$ cat src/verilog/dmem_pkg.sv
`default_nettype none

package dmem_pkg;

	localparam int DATA_WIDTH = 32;
	localparam int ADDR_WIDTH = 8;
	localparam int MEM_DEPTH = 256;

	// Memory word
	typedef logic [DATA_WIDTH-1:0] data_t;

	// Address, stride and length all share this width
	typedef logic [ADDR_WIDTH-1:0] address_t;

	// Strided access descriptor, 24 bits
	typedef struct packed {
		address_t base;		// First word
		address_t stride;	// Step between words
		address_t length;	// Word count
	} access_cfg_t;

	// One channel (store or load) of the control block
	typedef enum logic [1:0] {
		CHAN_IDLE,		// Waiting for a grant
		CHAN_START,		// First cycle with the generator loaded
		CHAN_RUN		// Remaining elements
	} chan_state_t;

endpackage

`default_nettype wire

$ cat src/verilog/req_arbiter.sv
`timescale 1ns/1ps
`default_nettype none

module req_arbiter (
	input logic clock,
	input logic reset,
	input logic req_1,
	input logic req_2,
	input dmem_pkg::access_cfg_t cfg_1,
	input dmem_pkg::access_cfg_t cfg_2,
	input logic release_grant,
	output logic grant_1,
	output logic grant_2,
	output dmem_pkg::access_cfg_t cfg,
	output logic granted,
	output logic grant_no
);

	logic busy;
	logic last;			// Last served port, also the current grant index
	logic winner;
	dmem_pkg::access_cfg_t cfg_q;

	// Both asking: take the one not served last
	assign winner = (req_1 && req_2) ? ~last : req_2;

	always_ff @(posedge clock) begin
		if (reset) begin
			busy <= 1'b0;
			last <= 1'b1;		// So port 1 wins first
		end
		else if (release_grant) begin
			busy <= 1'b0;
		end
		else if (!busy && (req_1 || req_2)) begin
			busy <= 1'b1;
			last <= winner;
		end
	end

	// Descriptor capture
	always_ff @(posedge clock) begin
		if (!busy && (req_1 || req_2)) begin
			cfg_q <= winner ? cfg_2 : cfg_1;
		end
	end

	assign grant_1 = busy & ~last;
	assign grant_2 = busy & last;
	assign granted = busy;
	assign grant_no = last;
	assign cfg = cfg_q;

endmodule

`default_nettype wire

$ cat config.mk
export PLATFORM = sky130hd
export DESIGN_NAME = req_arbiter
export DESIGN_NICKNAME = d
export VERILOG_FILES = /design/src/verilog/dmem_pkg.sv /design/src/verilog/req_arbiter.sv
export SDC_FILE = /design/constraint.sdc
export NUM_CORES = 1
export LEC_CHECK = 0
export ABC_CLOCK_PERIOD_IN_PS = 4000
export BUFFER_PORTS_ARGS = -buffer_cell sky130_fd_sc_hd__buf_2
export CAP_MARGIN = 20
export CORE_AREA = 3 3 56 58
export CTS_CLUSTER_DIAMETER = 50
export DETAILED_ROUTE_END_ITERATION = 8
export DIE_AREA = 0 0 59 61
export GPL_TIMING_DRIVEN = 0
export PLACE_DENSITY_LB_ADDON = 0.25
export SLEW_MARGIN = 10
export SYNTH_ARGS = -nofsm -noshare
export SYNTH_HDL_FRONTEND = slang
export SYNTH_SLANG_ARGS = --single-unit
$ cat constraint.sdc
create_clock -name clock -period 4 [get_ports clock]
set_input_delay 0.6 -clock clock [delete_from_list [all_inputs] [get_ports clock]]
set_output_delay 0.6 -clock clock [all_outputs]
set_load 0.02 [all_outputs]
# Yosys cells after proc, flatten, opt, wreduce, memory -nomap -nowiden
# Cells that the tools add are included.
dict set report totals {
  regBits 26
  in_bits 53
  output_inout_bits 28
  wordCells 17
}
dict set report classes {
  n_mux 2
  bitwise 4
  n_reduce_logical 6
}
# op count
set ops {}
lappend ops {{two-way mux 24 bit} 1}
lappend ops {{bitwise AND 1 bit} 2}
lappend ops {{logical AND 1 bit} 2}
lappend ops {{NOT 1 bit} 2}
lappend ops {{AND reduction 2 bit} 1}
lappend ops {{OR reduction 2 bit} 1}
lappend ops {{logical NOT 1 bit} 1}
lappend ops {{logical OR 1 bit} 1}
lappend ops {{two-way mux 1 bit} 1}

# Longest topological paths before layout
dict set report depth {
  depth_word 3
  depth_mapped 3
  depth_no_buf 2
}

# Worst setup path after synthesis
# No wires, ideal clock.
dict set report synth_path {
  path_kind {in2reg}
  from {in req_2}
  to {reg cfg_q, in the netlist cfg[0] (enable)}
  setup_time_ns 0.405
  t_arrival_ns 1.663
  t_required_ns 3.595
  path_slack_ns 1.932
  path_stages 2
  path_buffers 0
  cell_sequence {nor2_1 > nor2_1}
}
dict set report synth_via {
  elab_chain_cells 2
}
# element line_no
set synth_lines {}
lappend synth_lines {{from (decl)} req_arbiter.sv:8} ;# input logic req_2,
lappend synth_lines {{logical OR 1 bit} req_arbiter.sv:43} ;# if (!busy && (req_1 || req_2)) begin
lappend synth_lines {{logical AND 1 bit} req_arbiter.sv:43}
lappend synth_lines {{to (signal assigned)} req_arbiter.sv:44} ;# cfg_q <= winner ? cfg_2 : cfg_1;
lappend synth_lines {{to (decl)} req_arbiter.sv:22} ;# dmem_pkg::access_cfg_t cfg_q;
# No other way between the ends.
# A chain may end at the register's enable or synchronous reset.

# Final worst setup path
dict set report layout_path {
  from {reg last (netlist: grant_no)}
  to {out grant_2}
}
dict set report layout_via {
  elab_chain_cells 1
}
# element line_no
set layout_lines {}
lappend layout_lines {{from (decl)} req_arbiter.sv:20} ;# logic last;
lappend layout_lines {{from (signal assigned)} req_arbiter.sv:37} ;# last <= winner;
lappend layout_lines {{bitwise AND 1 bit} req_arbiter.sv:49} ;# assign grant_2 = busy & last;
lappend layout_lines {{to (decl)} req_arbiter.sv:13} ;# output logic grant_2,
# No other way between the ends.

==> impl_metrics.csv <==
group,metric,value,unit
outcome,outcome,"finished, final reports clean",
clock_network,cts_buffers,3,
grt,gr-total-overflow,0,
grt,first_global_vias,809,
logic_synthesis,yosysSeqAreaShare,0.674,
setup_path,required,3.40,ns
place,globalplace.congestion,0.708,
floorplan,rows,19,
drt,wl,2330,µm
logic_synthesis,synth_top_area_share,0.639,
pwr,power,576,µW
run,max_cap_viol_count,0,
setup_path,r2r_start,"grant_no",
layout,syn_to_final_growth,42.8,%
setup_path,cp_top_family,"flip-flops",
floorplan,dieArea,3600,µm²
logic_synthesis,avgSynthCellArea,18.2,µm²
setup_path,regToRegEndpoint,"cfg[10]",
logic_synthesis,yosys_warnings,0,
worst_hold_path,hp-class,"in2reg",
pwr,ir_drop,0.221,mV
clock_network,clk_latency,0.31,ns
clock_network,cts_tree,"done",
timing,finalWorstSetupSlack,2.28,ns
timing,max_freq,582,MHz
setup_path,reg2regPathDepth,3,
timing,finalClockSkew,0.00250,ns
timing,period_minus_slack,1.72,ns
logic_synthesis,yosys-top-cells-count,"24 x edfxtp_1, 23 x mux2_2",
logic_synthesis,synth-edff-count,24,
layout,fin_nets,201,
drt,wl_per_cell,13.1,µm
timing,setup_violations,0,
setup_path,critical_path.startpoint_type,"flop",
timing,slew_headroom,0.631,
drt,drt-initial-drc-count,7,
logic_synthesis,synth_cells,62,
worst_hold_path,hold-path-endpoint,"granted",
timing,worstMarginPinSlew,0.552,ns
clock_network,holdBufCountCts,0,
worst_hold_path,whs_path_depth,2,
grt,antenna_found_initial,0,
logic_synthesis,synth_area_leader_cell,"edfxtp_1",
setup_path,cp_num_buf_inv,1,
floorplan,coreArea,2710,µm²
drt,num_vias,832,
pwr,leakage,0.724,nW
timing,slew_violations,0,
timing,tns,0,ns
grt,grt_pass1_wl,3390,µm
floorplan,die_w,59,µm
logic_synthesis,synth.area.top_cells,"edfxtp_1 64%, mux2_2 23%, dfxtp_1 3.5%",
drt,first_pass_iters,2,
setup_path,critPathArrivalTime,1.12,ns
place,portBuffers,80,
drt,ant_nets,0,
logic_synthesis,synth_ff_type,"edfxtp_1",
logic_synthesis,async_flop_share,0,
grt,grt_max_degree,16,
drt,avgViaCountPerCell,4.67,
floorplan,fp.dieH,61,µm
clock_network,cts_sinks,26,
logic_synthesis,yosysUniqueCellTypes,13,
place,dp_hpwl,1920,µm
clock_network,ctsResizeCount,0,
worst_hold_path,min_from,"reset",
timing,fin_crit_sh,0.429,
layout,antenna_cells,0,
logic_synthesis,ys_seq_elements,26,
setup_path,cp_max_fo,6,
pwr,powerDensity,357,nW/µm²
drt,drc,0,
setup_path,crit_chain,"and2_1 -> buf_2",
clock_network,clkTransAtPathRegs,0.13,ns
logic_synthesis,syn_area,1130,µm²
floorplan,pin_count,81,
clock_network,clk_path_buf_depth,2,
layout,drive_gt1_frac,0.755,
logic_synthesis,synth_nets,115,
floorplan,start_util,0.416,
clock_network,htree_levels,1,
clock_network,post_cts_buffers,0,
setup_path,path_class,"reg2out",
timing,hold_viol_final,0,
timing,rsz0062_at_grt,"no",
clock_network,clock-root-buffer,"clkbuf_4",
place,place_ws,2.19,ns
setup_path,end_kind,"output pin",
grt,track_usage,0.128,
setup_path,crit_path_max_incr_delay,0.49,ns
logic_synthesis,synthMostInstantiatedCell,"edfxtp_1",
setup_path,cpMaxStageDelayCell,"dfxtp_1",
setup_path,rrSetupSlack,2.56,ns
worst register-to-register path: stages, from the launching register on:
cell	delay [ns]
dfxtp_1	0.40
a21boi_4	0.27
buf_6	0.19
mux2_2	0.35
layout by cell type (no fill, tap or decap), types with 2 or more instances in the layout:
master	synthesis	final
buf_6	2	2
edfxtp_1	24	24
dfxtp_1	2	2
mux2_2	23	23
clkbuf_4	0	3
buf_2	0	80
nor3_1	2	2
how the worst max path moves through the flow:
stage              from       to  slack (ns)  cells past startpoint
3_3_place_gp      req_1  cfg[21]        1.34                      3
5_1_grt        grant_no  grant_2        2.20                      2
6_report       grant_no  grant_2        2.28                      2
4_1_cts        grant_no  grant_2        2.26                      2
3_5_place_dp      req_1   cfg[3]        2.19                      4
2_1_floorplan     req_2   cfg[0]        1.93                      2
report_power, final:
group	switching, mW	internal, mW
Sequential	0.00754	0.328
Combinational	0.0685	0.0617
Clock	0.0710	0.0389
Total	0.147	0.429
stage by stage:
step	cell area, µm²	utilization	hold WS [ns]	cells
finish	1610	0.595	0.450	178
global route	1610	0.595	0.425	178
CTS	1610	0.595	0.438	178
detailed placement	1590	0.585	0.650	174
global placement	1570	0.578	0.607	173
floorplan	1130	-	0.677	62
final cells by class:
class                      count  area [µm²]
buffer                         2        22.5
clock buffer                   4        26.3
fill                         236        1100
multi-input combinational     34         348
sequential                    26         761
tap                           31        38.8
timing repair buffer          81         415
logic make-up after synthesis:
family	after synthesis	share of synthesized area
flops	26	0.674
mux	24	0.239
simple gates	8	0.0421
compound gates	2	0.0244
buf+inv	2	0.0200
routing by layer:
metal | GRT usage | share of wire | up-vias
li1 | - | - | 413
met1 | 0.130 | 0.35 | 375
met2 | 0.248 | 0.55 | 42
met3 | 0.0298 | 0.10 | 2
met4 | 0.0583 | 0.0039 | 0
met5 | 0 | 0 | -
state kept, by name (all words and copies together), names as in the netlist:
name	flops
granted	1
cfg	24
grant_no	1
Note: power is estimated with default switching activity, not from simulation.
