[src/verilog/dmem_pkg.sv]
`default_nettype none

package dmem_pkg;

	localparam int DATA_WIDTH = 32;
	localparam int ADDR_WIDTH = 8;
	localparam int MEM_DEPTH = 256;

	// Memory word
	typedef logic [DATA_WIDTH-1:0] data_t;

	// Address, stride and length all share this width
	typedef logic [ADDR_WIDTH-1:0] address_t;

	// Strided access descriptor, 24 bits
	typedef struct packed {
		address_t base;		// First word
		address_t stride;	// Step between words
		address_t length;	// Word count
	} access_cfg_t;

	// One channel (store or load) of the control block
	typedef enum logic [1:0] {
		CHAN_IDLE,		// Waiting for a grant
		CHAN_START,		// First cycle with the generator loaded
		CHAN_RUN		// Remaining elements
	} chan_state_t;

endpackage

`default_nettype wire

[src/verilog/stride_agu.sv]
`timescale 1ns/1ps
`default_nettype none

module stride_agu (
	input logic clock,
	input logic reset,
	input logic start,
	input logic step,
	input dmem_pkg::access_cfg_t cfg,
	output dmem_pkg::address_t address,
	output logic active,
	output logic last_done
);

	dmem_pkg::address_t address_q;
	dmem_pkg::address_t stride_q;
	dmem_pkg::address_t remaining;

	always_ff @(posedge clock) begin
		if (reset) begin
			remaining <= '0;
		end
		else if (start) begin
			remaining <= cfg.length;
		end
		else if (step && active) begin
			remaining <= remaining - 1'b1;
		end
	end

	// Wraps modulo the memory depth
	always_ff @(posedge clock) begin
		if (start) begin
			address_q <= cfg.base;
			stride_q <= cfg.stride;
		end
		else if (step && active) begin
			address_q <= address_q + stride_q;
		end
	end

	assign active = (remaining != '0);

	// Zero length finishes in the start cycle
	assign last_done = (start && (cfg.length == '0))
		|| (step && (remaining == dmem_pkg::address_t'(1)));

	assign address = address_q;

endmodule

`default_nettype wire

[config.mk]
export PLATFORM = sky130hd
export DESIGN_NAME = stride_agu
export DESIGN_NICKNAME = d
export VERILOG_FILES = /design/src/verilog/dmem_pkg.sv /design/src/verilog/stride_agu.sv
export SDC_FILE = /design/constraint.sdc
export NUM_CORES = 1
export LEC_CHECK = 0
export BUFFER_PORTS_ARGS = -buffer_cell sky130_fd_sc_hd__buf_4
export CORE_UTILIZATION = 40
export CTS_BUF_LIST = sky130_fd_sc_hd__clkbuf_4
export CTS_CLUSTER_DIAMETER = 150
export DETAILED_ROUTE_END_ITERATION = 10
export GPL_TIMING_DRIVEN = 1
export PLACE_DENSITY = 0.66
export SLEW_MARGIN = 10
export SYNTH_ARGS = -nofsm -noshare
export SYNTH_HDL_FRONTEND = slang
export SYNTH_SLANG_ARGS = --single-unit
[constraint.sdc]
create_clock -name clock -period 2.2 [get_ports clock]
set_input_delay 0.55 -clock clock [delete_from_list [all_inputs] [get_ports clock]]
set_output_delay 0.55 -clock clock [all_outputs]
set_load 0.02 [all_outputs]
# Word-level counts from Yosys, hierarchy flattened
# Index checks and enable logic that the tools add are counted.
# word_totals
register_bits	24
latch_bits	0
mem_bits_rw	0
rom_bits	0
input_bits	28
out_inout_bits	10
wordCells	17
mem_count	0
# classes
add_sub_neg	2
n_mul	0
n_div	0
order_cmp	0
eq_ne	1
n_shift	0
n_mux	4
n_bitwise	0
reduce_logical	7
# ops
op	n
8-bit two-way mux	4
8-bit adder	1
8-bit by 1-bit equality test with 1-bit output (second input constant)	1
8-bit zero test	1
8-bit nonzero test	1
8-bit by 1-bit subtractor with 8-bit output (second input constant)	1
1-bit logical AND	3
2-bit nonzero test	1
1-bit logical OR	1

# Depth between registers and ports, before layout
# depth
ltp_word	4
mapped_depth	8
ltp_nobuf	8

# Worst setup path before layout
# No wires, ideal clock.
# synth_timing
kind	input to output
from	input cfg[5] in the netlist's numbering
to	output last_done
arrival_time_ps	1599
required_time_ps	1650
slack_ps	51
path_stages	3
path_cell_list	nor4_1 -> nand2_1 -> o41ai_1
# synth_between
elab_chain_len	3
# synth_rtl
item	line	text
start, declared	stride_agu.sv:9	input dmem_pkg::access_cfg_t cfg,
8-bit zero test	stride_agu.sv:45	assign last_done = (start && (cfg.length == '0))
1-bit logical AND	stride_agu.sv:45	
1-bit logical OR	stride_agu.sv:46	|| (step && (remaining == dmem_pkg::address_t'(1)));
end, declared	stride_agu.sv:12	output logic last_done
# No other way between the ends.

# Worst setup path after layout
# layout_timing
from	register remaining[0]
to	output active
# layout_between
elab_chain_len	1
# layout_rtl
item	line	text
start, declared	stride_agu.sv:17	dmem_pkg::address_t remaining;
start signal, assigned	stride_agu.sv:24	remaining <= cfg.length;
start signal, assigned	stride_agu.sv:27	remaining <= remaining - 1'b1;
8-bit nonzero test	stride_agu.sv:42	assign active = (remaining != '0);
end, declared	stride_agu.sv:11	output logic active,
# No other way between the ends.

==> impl_summary.txt <==
----------------------------------------------------
[Cells and area]
  Core Util, Final ... 58.1%
  Area Overhead vs Synth ... 37.7%
  Share of final-layout standard cells stronger than drive strength 1 ... between 40% and 50%
  Storage element area ... 646 µm²
  Final instance count without filler cells ... 237
  Number of diodes added for antenna fixing ... 0
  Non-Filler Cell Area, Final ... between 1500 and 2000 µm²
  Fill cell total of the finished layout ... roughly 280
  Layout net count ... 231
  Area of the multi-input gates ... approximately 800 µm²

[Yosys]
  Area of the mapped netlist ... 1430 µm²
  Seq cells post-synth ... 24
  Asr flop ratio synth ... 0%
  Count of synthesis-stage warnings from yosys ... 0
  Area share of the leading cell type in the synthesized netlist ... 33.6%
  Post-synthesis compound-gate area fraction ... 14.4%
  Cell types with the highest counts after synthesis ... edfxtp_1, nor2_1, a21oi_1, ha_1, inv_1
  Post-synthesis adder-cell area fraction ... 10.2%
  Top FF cell, synth ... edfxtp_1
  Combinational family with the most area after synthesis ... simple AND/OR/NAND/NOR gates
  Total nets after synthesis ... approximately 170
  Proportion of synthesized area in mux cells ... 6.04%
  Share of synthesized area occupied by flip-flops and latches ... ~45%
  Syn Area/Cell ... 10.6 µm²
  Post-Synthesis Cells ... approximately 140
  Synthesized-area fraction occupied by xor and xnor cells ... 3.68%
  Post-synthesis simple-gate area fraction ... 17.3%
  Post-synthesis cell type count ... 46
  Library cell with the highest instance count after synthesis ... edfxtp_1
  Leading post-synthesis cells by cell area ... edfxtp_1, dfxtp_1, ha_1
  Most area-hungry cell type in the Yosys netlist ... edfxtp_1
  EDFF count, synth ... 16

[STA]
  Min setup slack post-route ... -0.0870 ns
  Worst relative slew slack ... 69.6%
  Final Hold Violating Endpoints ... 0
  Final setup vio count ... 2
  Maximum clock rate ... 0.437 GHz
  Final worst path period need ... 2.29 ns
  Worst Max-Slew Pin Slew ... 0.456 ns
  Largest clock skew in the final design ... between 0.002 and 0.0025 ns
  Hold slack ... 0.393 ns
  Count of pins over their slew limit ... 0
  Setup repair after global routing missed its margin ... yes
  Final clock period utilization by the worst path ... 104%

[Clock network]
  TritonCTS clock tree ... yes
  Maximum level of the CTS H-tree ... 1
  Sinks on the clock net ... 24
  Maximum clock insertion buffer count ... 2
  Root cell of the clock tree ... clkbuf_4
  Worst-skew pair later-pin latency ... 0.32 ns
  Post-CTS clock slew at the launch and capture registers of the worst setup and hold paths ... 0.13 ns
  TritonCTS buffer count ... 3

[Worst setup path]
  Kind of end point of the critical path ... output pin
  Data arrival time of the worst path ... 1.74 ns
  Maximum single-stage delay on the critical path ... 0.46 ns
  Crit-path slowest cell ... or4b_4
  Crit start category ... register
  R2r worst-path depth ... 15
  Cells traversed along the worst timing path ... inv_2, ha_4, or4b_4, or2_4, buf_6
  Required @ worst endpoint ... 1.65 ns
  Classification of the worst setup path ... register to output pin
  CP max FO ... 2

[Place]
  Number of input and output port buffers inserted ... 37
  Weighted congestion reported at the end of routability-driven placement ... 0.797
  Number of placed cells counting well taps ... 217
  Detailed placement HPWL ... 2310 µm
  Area post-placement ... 1770 µm²

[Power and ir drop]
  Sw Ratio ... 33.3%
  Pwr Density ... 714 nW/µm²
  Max VDD drop ... 0.270 mV
  Total internal power ... around 940 µW
  Sequential fraction of design power ... around 43%
  Standby leakage power ... 0.000854 µW
  Clock power frac ... between 15 and 20%
  Combinational cell fraction of total power ... about two fifths
  Sw power ... 469 µW

[Global route]
  Wire length of the first global-routing pass ... roughly 5300 µm
  Maximum number of pins on one net before global-route repair ... 38
  Via count of the first global-routing pass ... 1199
  Residual overflow from global routing ... 0
  All-layer global routing usage ... 19.1%
  Initial antenna violation count ... 0

[Worst hold path]
  Hold/Removal Path Class ... input port to register
  Instance count along the most critical hold path ... 1

[Run]
  Maxcap violations ... 0

[Floorplan]
  Die Outline Area ... 3810 µm²
  Starting density of the core ... 42.2%
  Total I/O pin count ... 38
  Overall die height ... just over 60 µm
  Core area ... 3390 µm²
  Die W ... 61.8 µm
  Count of standard-cell rows ... 21

[Detailed routing]
  Aggregate routed wire length ... 3580 µm
  Number of vias per cell after detailed routing ... ~5.2
  Total via count after detailed routing ... 1243
  Initial detailed-routing violation count ... 59
  Number of routed nets with antenna violations ... 0
  Initial DRT Pass Iterations ... 4
  Number of remaining DRC errors ... 0
  Mean routed wirelength per cell ... between 15 and 20 µm

[Run status]
  Status ... complete, but fails checks
  Violations in the final reports ... setup timing

----------------------------------------------------
## what timing repair did
item / CTS / global route
setup endpoints to repair: 1 / 4
hold buffers: 0 / 0
setup buffers: 12 / 4
pin swaps: 2 / 5
endpoints found under the hold margin: 0 / 0
gates resized for setup: 8 / 6
## placed cells by master, fill, tap and decap left out, drive strengths merged, types with 3 or more instances in the layout
cell type | synthesis | layout
buf | 2 | 56
clkbuf | 2 | 4
dfxtp | 8 | 8
a21oi | 10 | 10
nand3 | 4 | 4
mux2i | 3 | 3
xor2 | 3 | 3
nor2 | 11 | 11
o21ai | 8 | 8
inv | 9 | 9
xnor2 | 3 | 3
mux2 | 5 | 5
ha | 10 | 10
nand2 | 8 | 8
edfxtp | 16 | 16
## per-stage QoR
stage                     TNS (ns)  power [µW]  worst slack (ns)
after floorplan                  0         944            0.0511
after global placement           0        1100            0.0857
after detailed placement         0        1120            0.0669
after CTS                  -0.0615        1370           -0.0615
after global routing        -0.210        1490            -0.135
final                       -0.110        1410           -0.0870
## critical path: cells and delay by family, from the launching register on
kind | cells | cell delay, ns
AND/OR/NAND/NOR | 2 | 0.71
flip-flops | 1 | 0.35
buffers and inverters | 2 | 0.22
adder cells (fa/ha/maj) | 1 | 0.14
## path summary, 6_finish.rpt
check | from | end | slack [ns]
worst max-delay path | remaining[0] | active | -0.09
worst min-delay path | cfg[12] | stride_q[4] | 0.39
worst max register to register | remaining[0] | remaining[4] | 0.16
worst min register to register | remaining[3] | remaining[3] | 0.60
## final cells by class
class | count | area share, %
multi-input cells | 98 | 39.5
clock buffers | 4 | 1.53
flip-flops and latches | 24 | 32.8
inverters | 9 | 1.72
repair buffers | 56 | 21.6
well taps | 46 | 2.92
## cells by family after synthesis
kind of cell / Yosys count
compound gates: 31
xor+xnor: 6
buf+inv: 13
flops: 24
simple gates: 42
mux: 8
fa+ha+maj: 11
## registers in the layout, summed over array words and instances, names as in the netlist
signal / flops
address: 8
remaining: 8
stride_q: 8
## routing by layer
| metal | vias to the layer above | GRT usage (%) | wire, µm |
|---|---|---|---|
| li1 | 608 | - | - |
| met1 | 584 | 21.7 | 1500 |
| met2 | 39 | 34.9 | 1790 |
| met3 | 12 | 4.76 | 185 |
| met4 | 0 | 6.67 | 101 |
| met5 | - | 0 | 0 |
## power by group through the flow
stage / Combinational (µW) / Sequential, µW / Clock, µW
after floorplan: 294 / 650 / 0
after global placement: 494 / 606 / 0
after detailed placement: 507 / 611 / 0
after CTS: 549 / 601 / 223
after global routing: 638 / 611 / 238
final: 581 / 603 / 221
No activity file was read; power rests on OpenSTA's default activity.
