[src/verilog/dmem_pkg.sv]
`default_nettype none

package dmem_pkg;

	localparam int DATA_WIDTH = 32;
	localparam int ADDR_WIDTH = 8;
	localparam int MEM_DEPTH = 256;

	// Memory word
	typedef logic [DATA_WIDTH-1:0] data_t;

	// Address, stride and length all share this width
	typedef logic [ADDR_WIDTH-1:0] address_t;

	// Strided access descriptor, 24 bits
	typedef struct packed {
		address_t base;		// First word
		address_t stride;	// Step between words
		address_t length;	// Word count
	} access_cfg_t;

	// One channel (store or load) of the control block
	typedef enum logic [1:0] {
		CHAN_IDLE,		// Waiting for a grant
		CHAN_START,		// First cycle with the generator loaded
		CHAN_RUN		// Remaining elements
	} chan_state_t;

endpackage

`default_nettype wire

[src/verilog/dmem_control.sv]
`timescale 1ns/1ps
`default_nettype none

module dmem_control (
	input logic clock,
	input logic reset,
	input logic st_granted,
	input logic st_grant_no,
	input logic ld_granted,
	input logic ld_grant_no,
	input logic st_valid_1,
	input logic st_valid_2,
	input logic ld_valid_1,
	input logic ld_valid_2,
	input dmem_pkg::data_t st_data_1,
	input dmem_pkg::data_t st_data_2,
	input logic st_active,
	input logic st_end,
	input logic ld_active,
	input logic ld_end,
	input dmem_pkg::data_t read_data,
	output logic st_start,
	output logic st_step,
	output logic ld_start,
	output logic ld_step,
	output logic st_release,
	output logic ld_release,
	output dmem_pkg::data_t write_data,
	output logic st_ready_1,
	output logic st_ready_2,
	output dmem_pkg::data_t ld_data_1,
	output dmem_pkg::data_t ld_data_2,
	output logic ld_ready_1,
	output logic ld_ready_2
);

	dmem_pkg::chan_state_t st_state;
	dmem_pkg::chan_state_t ld_state;
	logic st_valid;
	logic ld_valid;
	logic ld_strobe;	// Read issued last cycle
	logic ld_owner;		// Port that issued it

	function automatic dmem_pkg::chan_state_t chan_next(
		input dmem_pkg::chan_state_t state,
		input logic granted,
		input logic done
	);
		dmem_pkg::chan_state_t state_next;
		state_next = state;
		case (state)
			dmem_pkg::CHAN_IDLE: begin
				if (granted && !done) begin
					state_next = dmem_pkg::CHAN_START;
				end
			end
			dmem_pkg::CHAN_START: begin
				state_next = done ? dmem_pkg::CHAN_IDLE : dmem_pkg::CHAN_RUN;
			end
			dmem_pkg::CHAN_RUN: begin
				if (done) begin
					state_next = dmem_pkg::CHAN_IDLE;
				end
			end
			default: begin
				state_next = dmem_pkg::CHAN_IDLE;
			end
		endcase
		return state_next;
	endfunction

	// Valid of the granted requester
	assign st_valid = st_grant_no ? st_valid_2 : st_valid_1;
	assign ld_valid = ld_grant_no ? ld_valid_2 : ld_valid_1;

	// Start in the first granted cycle
	assign st_start = st_granted && (st_state == dmem_pkg::CHAN_IDLE);
	assign ld_start = ld_granted && (ld_state == dmem_pkg::CHAN_IDLE);

	assign st_step = st_active && st_valid && (st_state != dmem_pkg::CHAN_IDLE);
	assign ld_step = ld_active && ld_valid && (ld_state != dmem_pkg::CHAN_IDLE);

	assign st_release = st_end;
	assign ld_release = ld_end;

	always_ff @(posedge clock) begin
		if (reset) begin
			st_state <= dmem_pkg::CHAN_IDLE;
			ld_state <= dmem_pkg::CHAN_IDLE;
			ld_strobe <= 1'b0;
			ld_owner <= 1'b0;
		end
		else begin
			st_state <= chan_next(st_state, st_granted, st_end);
			ld_state <= chan_next(ld_state, ld_granted, ld_end);
			ld_strobe <= ld_step;
			if (ld_step) begin
				ld_owner <= ld_grant_no;
			end
		end
	end

	assign write_data = st_grant_no ? st_data_2 : st_data_1;
	assign st_ready_1 = st_active && !st_grant_no;
	assign st_ready_2 = st_active && st_grant_no;

	// Grant may already be gone after the last read
	assign ld_ready_1 = ld_strobe && !ld_owner;
	assign ld_ready_2 = ld_strobe && ld_owner;
	assign ld_data_1 = ld_ready_1 ? read_data : '0;
	assign ld_data_2 = ld_ready_2 ? read_data : '0;

endmodule

`default_nettype wire

[config.mk]
export PLATFORM = sky130hd
export DESIGN_NAME = dmem_control
export DESIGN_NICKNAME = d
export VERILOG_FILES = /design/src/verilog/dmem_pkg.sv /design/src/verilog/dmem_control.sv
export SDC_FILE = /design/constraint.sdc
export NUM_CORES = 1
export LEC_CHECK = 0
export BUFFER_PORTS_ARGS = -buffer_cell sky130_fd_sc_hd__buf_2
export CORE_AREA = 5 5 82 84
export DETAILED_ROUTE_END_ITERATION = 16
export DIE_AREA = 0 0 87 89
export GPL_TIMING_DRIVEN = 0
export PLACE_DENSITY = 0.69
export SLEW_MARGIN = 0
export SYNTH_ARGS = -nofsm -noshare
export SYNTH_HDL_FRONTEND = slang
export SYNTH_SLANG_ARGS = --single-unit
[constraint.sdc]
create_clock -name clock -period 1.1 [get_ports clock]
set_input_delay 0.055 -clock clock [delete_from_list [all_inputs] [get_ports clock]]
set_output_delay 0.055 -clock clock [all_outputs]
set_load 0.1 [all_outputs]
## After elaboration in Yosys (flattened, before gate mapping)

Index checks and enable logic that the tools add are counted.

- Register bits: 6
- Output and inout port bits: 106
- Logic and storage cells: 47

- Eq/ne operators: 8
- Multiplexer cells: 13
- Reductions and logical operators: 22

Operators by type and width:

| cell | number |
|---|---|
| 32-bit two-way mux | 3 |
| 1-bit logical AND | 12 |
| 2-bit two-way mux | 6 |
| 2-bit one-hot mux with 3 select lines | 2 |
| 2-bit by 1-bit == test with 1-bit output (second input constant) | 2 |
| 2-bit == test (second input constant) | 2 |
| 1-bit zero test | 4 |
| 2-bit zero test | 2 |
| 2-bit by 1-bit != test with 1-bit output (second input constant) | 2 |
| 2-bit != test (second input constant) | 2 |
| 2-bit AND reduction | 2 |
| 2-bit nonzero test | 2 |
| 1-bit two-way mux | 2 |

## Logic depth before layout (Yosys ltp)

Gate-level depths: netlist of run 1.

- Depth in word-level cells: 4
- Mapped depth: 4
- Mapped depth without buffers: 3

## Worst setup path before layout of run 1

OpenSTA, ideal clock, no wires.

- Path kind: reg-to-reg
- Start: register ld_state[1]
- End: register ld_state[0]
- Arrival time: 2858 ps
- Setup slack: -1841 ps
- Stages on the path, launching flop included: 3
- Buffers on the path: 0
- Period minus slack after synthesis: 2941 ps
- Cell sequence: dfxtp_1 -> nor3b_1 -> nor3b_1

- Word-level cells in the longest chain between the ends: 3
- Elaborated cells between the ends (all ways): 7
- Those cells by class: eq/ne (4); mux (1); reduce/logical (2)

Ends and longest elaborated chain:

| item | line | source |
|---|---|---|
| start, declared | dmem_control.sv:38 | `dmem_pkg::chan_state_t ld_state;` |
| start signal, assigned | dmem_control.sv:89 | `ld_state <= dmem_pkg::CHAN_IDLE;` |
| start signal, assigned | dmem_control.sv:95 | `ld_state <= chan_next(ld_state, ld_granted, ld_end);` |
| 2-bit == test / 2-bit zero test (equally long branches) | dmem_control.sv:51 | `case (state)` |
| 2-bit != test (no line) / 2-bit by 1-bit != test with 1-bit output (equally long branches) | n/a |  |
| 2-bit AND reduction (no line) | n/a |  |

Parallel ways exist; a longest one is shown, timed or not.
A chain may end at the register's enable or synchronous reset.

## Worst setup path in the final report of run 1

- Start: register ld_strobe
- End: output ld_data_1[15]

- Word-level cells in the longest chain between the ends: 2

Ends and longest elaborated chain:

| item | line | source |
|---|---|---|
| start, declared | dmem_control.sv:41 | `logic ld_strobe;` |
| start signal, assigned | dmem_control.sv:96 | `ld_strobe <= ld_step;` |
| 1-bit logical AND | dmem_control.sv:108 | `assign ld_ready_1 = ld_strobe && !ld_owner;` |
| 32-bit two-way mux | dmem_control.sv:110 | `assign ld_data_1 = ld_ready_1 ? read_data : '0;` |
| end, declared | dmem_control.sv:31 | `output dmem_pkg::data_t ld_data_1,` |

No other way between the ends.

==> qor.txt, run 1 <==
Synth cell types -> 22
Vias -> 2060
Cell depth of the worst hold path -> 2
Yosys reg bits -> 6
Post-synthesis xor/xnor area fraction -> 1.460%
DIE HEIGHT -> 89 um
TNS Setup -> -16690 ps
Cell leakage power -> 1.888 nW
Post-Synth Adder-Cell Area -> 0%
Net count after synthesis -> 249
Drc violations -> 0
CTS tree -> done
Cts bufs inserted -> 3
Later-pin clock latency in the skew report -> 230 ps
Synth area leaders -> mux2_2, and3_2, and2_1
Cells after Synth -> 139
Reg power frac -> 11.0%
Row cnt -> 28
Seq/Total Area, Yosys -> 10.01%
Synth warn -> 0
Fin Clk Skew -> 5.701 ps
Max frequency -> 699.2 MHz
Largest net degree at the start of global routing -> 11
Post-route minimum period -> 1430 ps
Sw frac -> 57.85%
First-pass GRT wire length -> 11.78 mm
Reg-to-reg endpoint -> ld_owner
Worst Setup Start Kind -> register
Fin. max-slew vios -> 0
ANT nets after route -> 0
Hold endpoint -> ld_state[0]
Initial antenna violation count -> 1
Relative slew margins -> 66.33%
Final period util -> 130.0%
Cell repeated most along the worst path -> buf_6
Reg2Reg Depth -> 5
Max VDD drop -> 0.5459 mV
Yosys top cell area share -> 28.15%
Hold_sp -> ld_end
Failing checks -> setup timing
P_sw -> 1.217 mW
Clock sink total -> 6
CTS clk-pin slew, worst paths -> 40 ps
Mux cell area share after synthesis -> 31.49%
Die W -> 87 um
Worst Max-Slew Pin Slew -> 508.6 ps
Main combinational cell family by area after synthesis -> simple AND/OR/NAND/NOR gates
Gate power share -> 72.7%
Die area -> 7743 um2
# diodes -> 0
Clock power frac -> 16.4%
R2r setup slk -> 70 ps
Post-DP HPWL -> 5.427 mm
Max-Cap Viols -> 0
Nets -> 487
Total track usage -> 19.27%
Boundary Pins -> 216
Worst path slowest cell -> dfxtp_4
CP peak stage delay -> 360 ps
Cell area after synthesis -> 1200 um2
Crit end category -> primary output
Crit Path Class -> reg2out
Routed wire length per instance -> 19.22 um
Synthesized area per cell -> 8.632 um2
Cell internal pwr -> 0.8869 mW
Top cell type by total area after synthesis -> mux2_2
Clk buf depth -> 2
Post-Synth Simple-Gate Area -> 45.36%
Post-DR vias/cell -> 4.578
Post-CTS Hold Fix Bufs -> 0
R2R Path Start -> ld_owner
Worst Slack Setup Final -> -330.1 ps
Core Box Area -> 5851 um2
RSZ-0062 raised after global routing -> yes
Hold WC Path Type -> in2reg
Drt first-iter violations -> 39
Port Buffers -> 214
DRT Pass-1 Iters -> 4
Clock root buffer -> clkbuf_8
P per Cell Area -> 524.4 nW/um2
Utilization after layout -> 68.58%
Status -> finished with violations
Crit path required time -> 1040 ps
Final Setup Violations -> 66
Fillers -> 366
Fin cells -> 450
Final Hold Viols -> 0
Vias in the first global route -> 2154
CP arrival -> 1380 ps
DP Cell Count -> 428
CP cell instances -> nor2b_4 -> buf_6 -> buf_6 -> and2_4 -> buf_12
GR Overflow Total -> 0
Post-Route WL -> 8.649 mm
Layout cells sized above 1 -> 96.80%
Starting density of the core -> 20.51%
CP Max Fanout -> 5
GPL Wtd Cong -> 0.7581
Compound-Gate Fraction of Synth Area -> 1.981%
Placement Setup Slack -> -369.0 ps
Layout area overhead -> 234.4%
H-tree levels -> 1
==> worst max-delay path by stage <==
stage,startpoint,to,slack (ps),cells after the start
floorplan,ld_state[1],ld_state[0],-410,2
global placement,ld_owner,ld_data_2[14],-350,3
detailed placement,ld_owner,ld_data_2[7],-370,3
CTS,ld_strobe,ld_data_1[16],-270,5
global route,ld_strobe,ld_data_1[28],-360,5
finish,ld_strobe,ld_data_1[15],-330,5
==> worst max-delay path: cells and delay by family, from the launching register on <==
family / cells / cell delay [ps]
flip-flops: 1 / 360
buffers and inverters: 3 / 430
AND/OR/NAND/NOR: 2 / 340
==> stage by stage <==
stage,hold WS [ps],instance area (um2),power (mW)
2_1_floorplan,119.2,1413,1.324
3_3_place_gp,247.1,2577,1.642
3_5_place_dp,254.0,2577,1.653
4_1_cts,20.41,3901,2.079
5_1_grt,25.63,4013,2.176
6_report,15.23,4013,2.104
==> layout make-up <==
cell class / count / area, um2 / area share [%]
well taps: 75 / 93.84 / 2.339
plain buffers: 14 / 178.9 / 4.459
repair buffers: 234 / 2331 / 58.09
clock buffers: 3 / 41.29 / 1.029
multi-input cells: 118 / 1230 / 30.65
flip-flops and latches: 6 / 137.6 / 3.430
==> kinds of logic (layout without fill, tap and decap cells) <==
| logic type | after synthesis | after routing |
|---|---|---|
| AND/OR/NAND/NOR | 79 | 79 |
| XOR/XNOR | 2 | 2 |
| buffers and inverters | 15 | 251 |
| AO/OA/AOI/OAI | 4 | 4 |
| multiplexers | 33 | 33 |
| flip-flops | 6 | 6 |
==> state kept, by name, summed over array words and instances (netlist names) <==
register	count
ld_owner	1
ld_state	2
st_state	2
ld_strobe	1
==> cells in the mapped netlist, drive strengths merged <==
| library cell | n |
|---|---|
| dfxtp | 6 |
| mux2i | 1 |
| nor3 | 2 |
| nand2 | 1 |
| nor3b | 4 |
| a21oi | 1 |
| clkbuf | 6 |
| xnor2 | 2 |
| o21ai | 2 |
| nor2 | 1 |
| buf | 9 |
| mux2 | 32 |
| and3 | 32 |
| nor2b | 3 |
| nand2b | 2 |
| o32ai | 1 |
| and2 | 34 |
==> placed cells by master (no fill, tap or decap) <==
| cell type | n |
|---|---|
| a21oi_4 | 1 |
| and2_2 | 1 |
| and2_4 | 33 |
| and3_2 | 1 |
| and3_4 | 31 |
| buf_12 | 71 |
| buf_2 | 144 |
| buf_4 | 9 |
| buf_6 | 16 |
| buf_8 | 4 |
| clkbuf_16 | 1 |
| clkbuf_4 | 1 |
| clkbuf_8 | 5 |
| dfxtp_2 | 2 |
| dfxtp_4 | 4 |
| mux2_2 | 30 |
| mux2_4 | 2 |
| mux2i_1 | 1 |
| nand2_1 | 1 |
| nand2b_1 | 2 |
| nor2_4 | 1 |
| nor2b_1 | 1 |
| nor2b_4 | 2 |
| nor3_1 | 2 |
| nor3b_1 | 2 |
| nor3b_4 | 2 |
| o21ai_4 | 2 |
| o32ai_1 | 1 |
| xnor2_1 | 2 |
==> power groups by stage <==
stage / Sequential [mW] / Combinational (mW) / Clock [mW]
after floorplan: 0.236 / 1.09 / 0
after global placement: 0.238 / 1.40 / 0
after detailed placement: 0.238 / 1.42 / 0
after CTS: 0.232 / 1.50 / 0.346
after global routing: 0.231 / 1.58 / 0.366
final: 0.230 / 1.53 / 0.345
==> repair_timing <==
item / in CTS / in global routing
gates cloned: 5 / 1
gates resized for setup: 333 / 17
setup buffers: 7 / 7
endpoints found under the setup margin: 70 / 69
pin swaps: 30 / 10
==> layer usage <==
metal	global-route usage, %	vias up	share of wire (%)	routed length [um]
met5	0	-	0.15	13
met4	4.674	2	0.95	82
met3	5.346	11	9.6	828
met2	33.95	147	50	4352
met1	23.14	937	39	3372
li1	-	963	-	-
No activity file was read; power rests on OpenSTA's default activity.
==> run 2: changes to the inputs <==
Settings changed: REMOVE_ABC_BUFFERS set to 1.
==> run 2 against run 1 <==
Compared with the run above:
- the flow still finishes with violations (setup timing)
- clock power decreased by 4%
- wire length rose by 0.97%
- first-iteration DRC count unchanged
- sequential power barely moved
- total power fell by 2.3%
- worst hold slack improved by 1.4 ps
- combinational power hardly changed
- flip-flop and latch count did not move
- maximum frequency about the same
- critical path depth unchanged
- design area shrank 4.9%
- critical path type unchanged
- largest cell class unchanged
- largest power group unchanged
==> qor.txt, run 2 (synthesis gave the netlist of run 1 again) <==
Status -> finished with violations
Failing checks -> setup timing
Post-route minimum period -> 1431 ps
Sw frac -> 58.20%
Core Box Area -> 5851 um2
Max VDD drop -> 0.8045 mV
DIE HEIGHT -> 89 um
RSZ-0062 raised after global routing -> yes
Max frequency -> 698.7 MHz
Initial antenna violation count -> 0
CP arrival -> 1380 ps
Worst Setup Start Kind -> register
H-tree levels -> 1
Cell internal pwr -> 0.8596 mW
Cts bufs inserted -> 3
Nets -> 473
Cell leakage power -> 1.822 nW
Relative slew margins -> 66.64%
Total track usage -> 19.11%
TNS Setup -> -15250 ps
Post-DR vias/cell -> 4.573
Final Hold Viols -> 0
Largest net degree at the start of global routing -> 36
WP buf/inv -> 3
Clock root buffer -> clkbuf_8
Reg power frac -> 11.1%
Vias in the first global route -> 2160
Drt first-iter violations -> 39
Post-CTS Hold Fix Bufs -> 0
Crit path required time -> 1040 ps
Later-pin clock latency in the skew report -> 220 ps
Final Setup Violations -> 68
First-pass GRT wire length -> 11.54 mm
Worst Max-Slew Pin Slew -> 503.9 ps
P per Cell Area -> 539.0 nW/um2
CP cell instances -> buf_8 -> buf_12 -> nor2b_4 -> and2_2 -> buf_12
Crit Path Class -> reg2out
Worst path slowest cell -> dfxtp_4
CTS clk-pin slew, worst paths -> 40 ps
Cell family with most CP delay -> buffers and inverters
Most frequent cells in the layout -> buf_2, buf_12, and2_4
Fin. max-slew vios -> 0
Largest registers -> ld_state (2), st_state (2)
DRT Pass-1 Iters -> 4
CP peak stage delay -> 350 ps
Layout area overhead -> 217.9%
P_sw -> 1.197 mW
Tot Pwr -> 2.056 mW
Layout cells sized above 1 -> 95.57%
CTS tree -> done
ANT nets after route -> 0
Cell repeated most along the worst path -> buf_12
Routed wire length per instance -> 20.03 um
GPL Wtd Cong -> 0.8035
GR Overflow Total -> 0
Max-Cap Viols -> 0
Vias -> 1994
Gate power share -> 72.8%
Starting density of the core -> 20.51%
Row cnt -> 28
DP Cell Count -> 414
Hold WC Path Type -> in2reg
Die W -> 87 um
Boundary Pins -> 216
Hold_sp -> ld_end
Fin Clk Skew -> 0.1441 ps
CP Max Fanout -> 7
Port Buffers -> 215
Fin cells -> 436
Commonest non-fill, non-tap cell in the layout -> buf_2
Worst Slack Setup Final -> -331.2 ps
Final period util -> 130.1%
Post-Route WL -> 8.733 mm
Die area -> 7743 um2
Post-DP HPWL -> 5.119 mm
Placement Setup Slack -> -1169 ps
# diodes -> 0
Start point of the critical path -> ld_owner
Clk buf depth -> 2
Clock sink total -> 6
Drc violations -> 0
Crit end category -> primary output
R2R Path Start -> ld_state[0]
Clock power frac -> 16.1%
run 2: what timing repair did:
item | in CTS | in global routing
pin swaps | 10 | 12
resized for setup | 326 | 41
gates cloned | 3 | 1
setup buffers | 9 | 6
setup endpoints to repair | 105 | 71
run 2: path summary, 6_finish.rpt:
path | endpoint | slack, ps | depth (start not counted)
worst max-delay path | ld_data_1[28] | -330 | 5
worst min-delay path | ld_state[0] | 20 | 2
worst max register to register | ld_strobe | 30 | 5
worst min register to register | st_state[1] | 570 | 2
run 2: metal layers:
| metal | global-route usage [%] | vias up | wire length (um) |
|---|---|---|---|
| li1 | - | 935 | - |
| met4 | 9.207 | 0 | 331 |
| met5 | 0 | - | 0 |
| met1 | 21.06 | 934 | 3011 |
| met2 | 35.54 | 98 | 4961 |
| met3 | 3.041 | 27 | 429 |
run 2: power by group through the flow:
stage	sequential [mW]	clock [mW]	combinational [mW]
2_1_floorplan	0.236	0	0.988
3_3_place_gp	0.240	0	1.34
3_5_place_dp	0.240	0	1.35
4_1_cts	0.231	0.332	1.44
5_1_grt	0.228	0.355	1.55
6_report	0.227	0.331	1.50
run 2: layout make-up:
| type | count | area [um2] |
|---|---|---|
| Timing Repair Buffer | 231 | 2345 |
| Clock buffer | 3 | 41.29 |
| Sequential cell | 6 | 142.6 |
| Fill cell | 416 | 2036 |
| Multi-Input combinational cell | 121 | 1192 |
| Tap cell | 75 | 93.84 |
run 2: per-stage QoR:
step,util [%],hold slack [ps],instance area (um2)
global placement,38.52,249.4,2253
CTS,61.01,17.69,3570
detailed placement,38.52,250.3,2253
floorplan,-,110.0,1084
global route,65.21,18.25,3815
finish,65.21,16.67,3815
==> run 3: changes to the inputs <==
Settings changed: BUFFER_PORTS_ARGS -buffer_cell sky130_fd_sc_hd__buf_2 to -buffer_cell sky130_fd_sc_hd__buf_4.
==> run 3 against run 2 <==
Compared with the run above:
- the run still ends with setup timing left
- sequential power about the same
- total power increased by 6.8%
- global-route usage increased by 0.58 points
- largest cell class unchanged
==> qor.txt, run 3 (synthesis gave the netlist of run 1 again) <==
Status -> finished with violations
Failing checks -> setup timing
Core Box Area -> 5851 um2
Layout cells sized above 1 -> 93.85%
GR Overflow Total -> 0
Vias -> 1894
Met3 WL post-DR -> 300 um
Drt first-iter violations -> 41
Crit. path cell count -> 4
Cell repeated most along the worst path -> buf_12
# diodes -> 0
Fin Clk Skew -> 1.889 ps
CP arrival -> 1280 ps
Worst path slowest cell -> dfxtp_4
Largest net degree at the start of global routing -> 36
Layout area overhead -> 232.7%
Crit Path Class -> reg2out
Routed met1 length -> 2.869 mm
Cell depth of the worst hold path -> 2
CTS clk-pin slew, worst paths -> 40 ps
Highest metal used -> met4
Post-CTS Hold Fix Bufs -> 0
Final Setup Violations -> 66
CP cell instances -> nor2b_4 -> buf_12 -> and2_2 -> buf_12
Vias in the first global route -> 2138
Post-DP HPWL -> 5.776 mm
RSZ-0062 raised after global routing -> yes
ANT nets after route -> 0
H-tree levels -> 1
Later-pin clock latency in the skew report -> 220 ps
Clock sink total -> 6
WL met2 -> 5.008 mm
FF+latch area -> 137.6 um2
Starting density of the core -> 20.51%
DRT Pass-1 Iters -> 4
DP Cell Count -> 414
Worst Slack Setup Final -> -235.6 ps
Final period util -> 121.4%
CP Max Fanout -> 16
Cell family with most CP delay -> flip-flops
Nets -> 470
Tot Pwr -> 2.197 mW
Routed wire length per instance -> 19.27 um
Fin cells -> 433
Multi-input logic area -> 1079 um2
Final Hold Viols -> 0
Max VDD drop -> 0.7351 mV
Reg2Reg Depth -> 4
Relative slew margins -> 78.82%
Total track usage -> 19.69%
Cell leakage power -> 1.931 nW
WP buf/inv -> 2
GPL Wtd Cong -> 0.7645
DIE HEIGHT -> 89 um
CP peak stage delay -> 370 ps
Initial antenna violation count -> 0
Clk buf depth -> 2
First-pass GRT wire length -> 11.86 mm
Most frequent cells in the layout -> buf_4, buf_12, mux2_2
Worst Max-Slew Pin Slew -> 317.7 ps
Crit end category -> primary output
Post-DR vias/cell -> 4.374
Boundary Pins -> 216
CTS tree -> done
Post-Route WL -> 8.342 mm
Die W -> 87 um
Max frequency -> 748.7 MHz
Crit path required time -> 1040 ps
Hold WC Path Type -> in2reg
Post-route minimum period -> 1336 ps
Port Buffers -> 215
Die area -> 7743 um2
Fin. max-slew vios -> 0
Row cnt -> 28
Hold WS -> 12.83 ps
Commonest non-fill, non-tap cell in the layout -> buf_4
Max-Cap Viols -> 0
Largest registers -> ld_state (2), st_state (2)
Drc violations -> 0
Clock root buffer -> clkbuf_8
Worst Setup Start Kind -> register
Cts bufs inserted -> 3
Fillers -> 445
P per Cell Area -> 550.2 nW/um2
-- run 3: cell count changes in the layout (fill, tap and decap cells not counted), moves of 3 or more --
| cell | previous run | this run |
|---|---|---|
| and3_2 | 14 | 24 |
| and3_1 | 3 | 7 |
| and2_2 | 1 | 11 |
| buf_4 | 4 | 153 |
| nor2b_4 | 5 | 2 |
| buf_2 | 144 | 0 |
| and2_4 | 32 | 21 |
| and3_4 | 15 | 1 |
| buf_8 | 4 | 1 |
-- run 3: layout make-up --
| cell class | count | share of cell area, % |
|---|---|---|
| Sequential cell | 6 | 3.447 |
| Multi-Input combinational cell | 119 | 27.01 |
| Tap cell | 75 | 2.350 |
| Timing Repair Buffer | 230 | 66.15 |
| Clock buffer | 3 | 1.034 |
-- run 3: per-stage QoR --
| stage | setup slack (ps) | util [%] | instance area, um2 | setup TNS, ps |
|---|---|---|---|---|
| 2_1_floorplan | -1841 | - | 1084 | -59570 |
| 3_3_place_gp | -1042 | 47.71 | 2791 | -51280 |
| 3_5_place_dp | -1078 | 47.71 | 2791 | -53490 |
| 4_1_cts | -222.3 | 67.24 | 3934 | -11150 |
| 5_1_grt | -273.9 | 68.24 | 3993 | -14250 |
| 6_report | -235.6 | 68.24 | 3993 | -11440 |
-- run 3: timing repair --
action                     in CTS  in global routing
gates resized for setup       246                 12
gates cloned                    1                  0
buffers inserted               14                  1
setup endpoints to repair     101                 70
pin swaps                       3                  9
-- run 3: routing by layer --
layer,track usage (%),vias to the layer above
li1,-,923
met1,21.63,888
met2,39.06,69
met3,2.488,14
met4,5.666,0
met5,0,-
-- run 3: path summary, 6_finish.rpt --
kind,start,end,slack (ps)
min reg2reg,st_state[1],st_state[0],580
max reg2reg,ld_owner,ld_owner,130
max,ld_strobe,ld_data_1[1],-240
min,st_end,st_state[0],10
-- run 3: power breakdown --
part | total, mW | switching [mW] | internal, mW
clock | 0.324 | 0.0895 | 0.235
sequential | 0.229 | 0.0107 | 0.218
combinational | 1.64 | 1.08 | 0.559
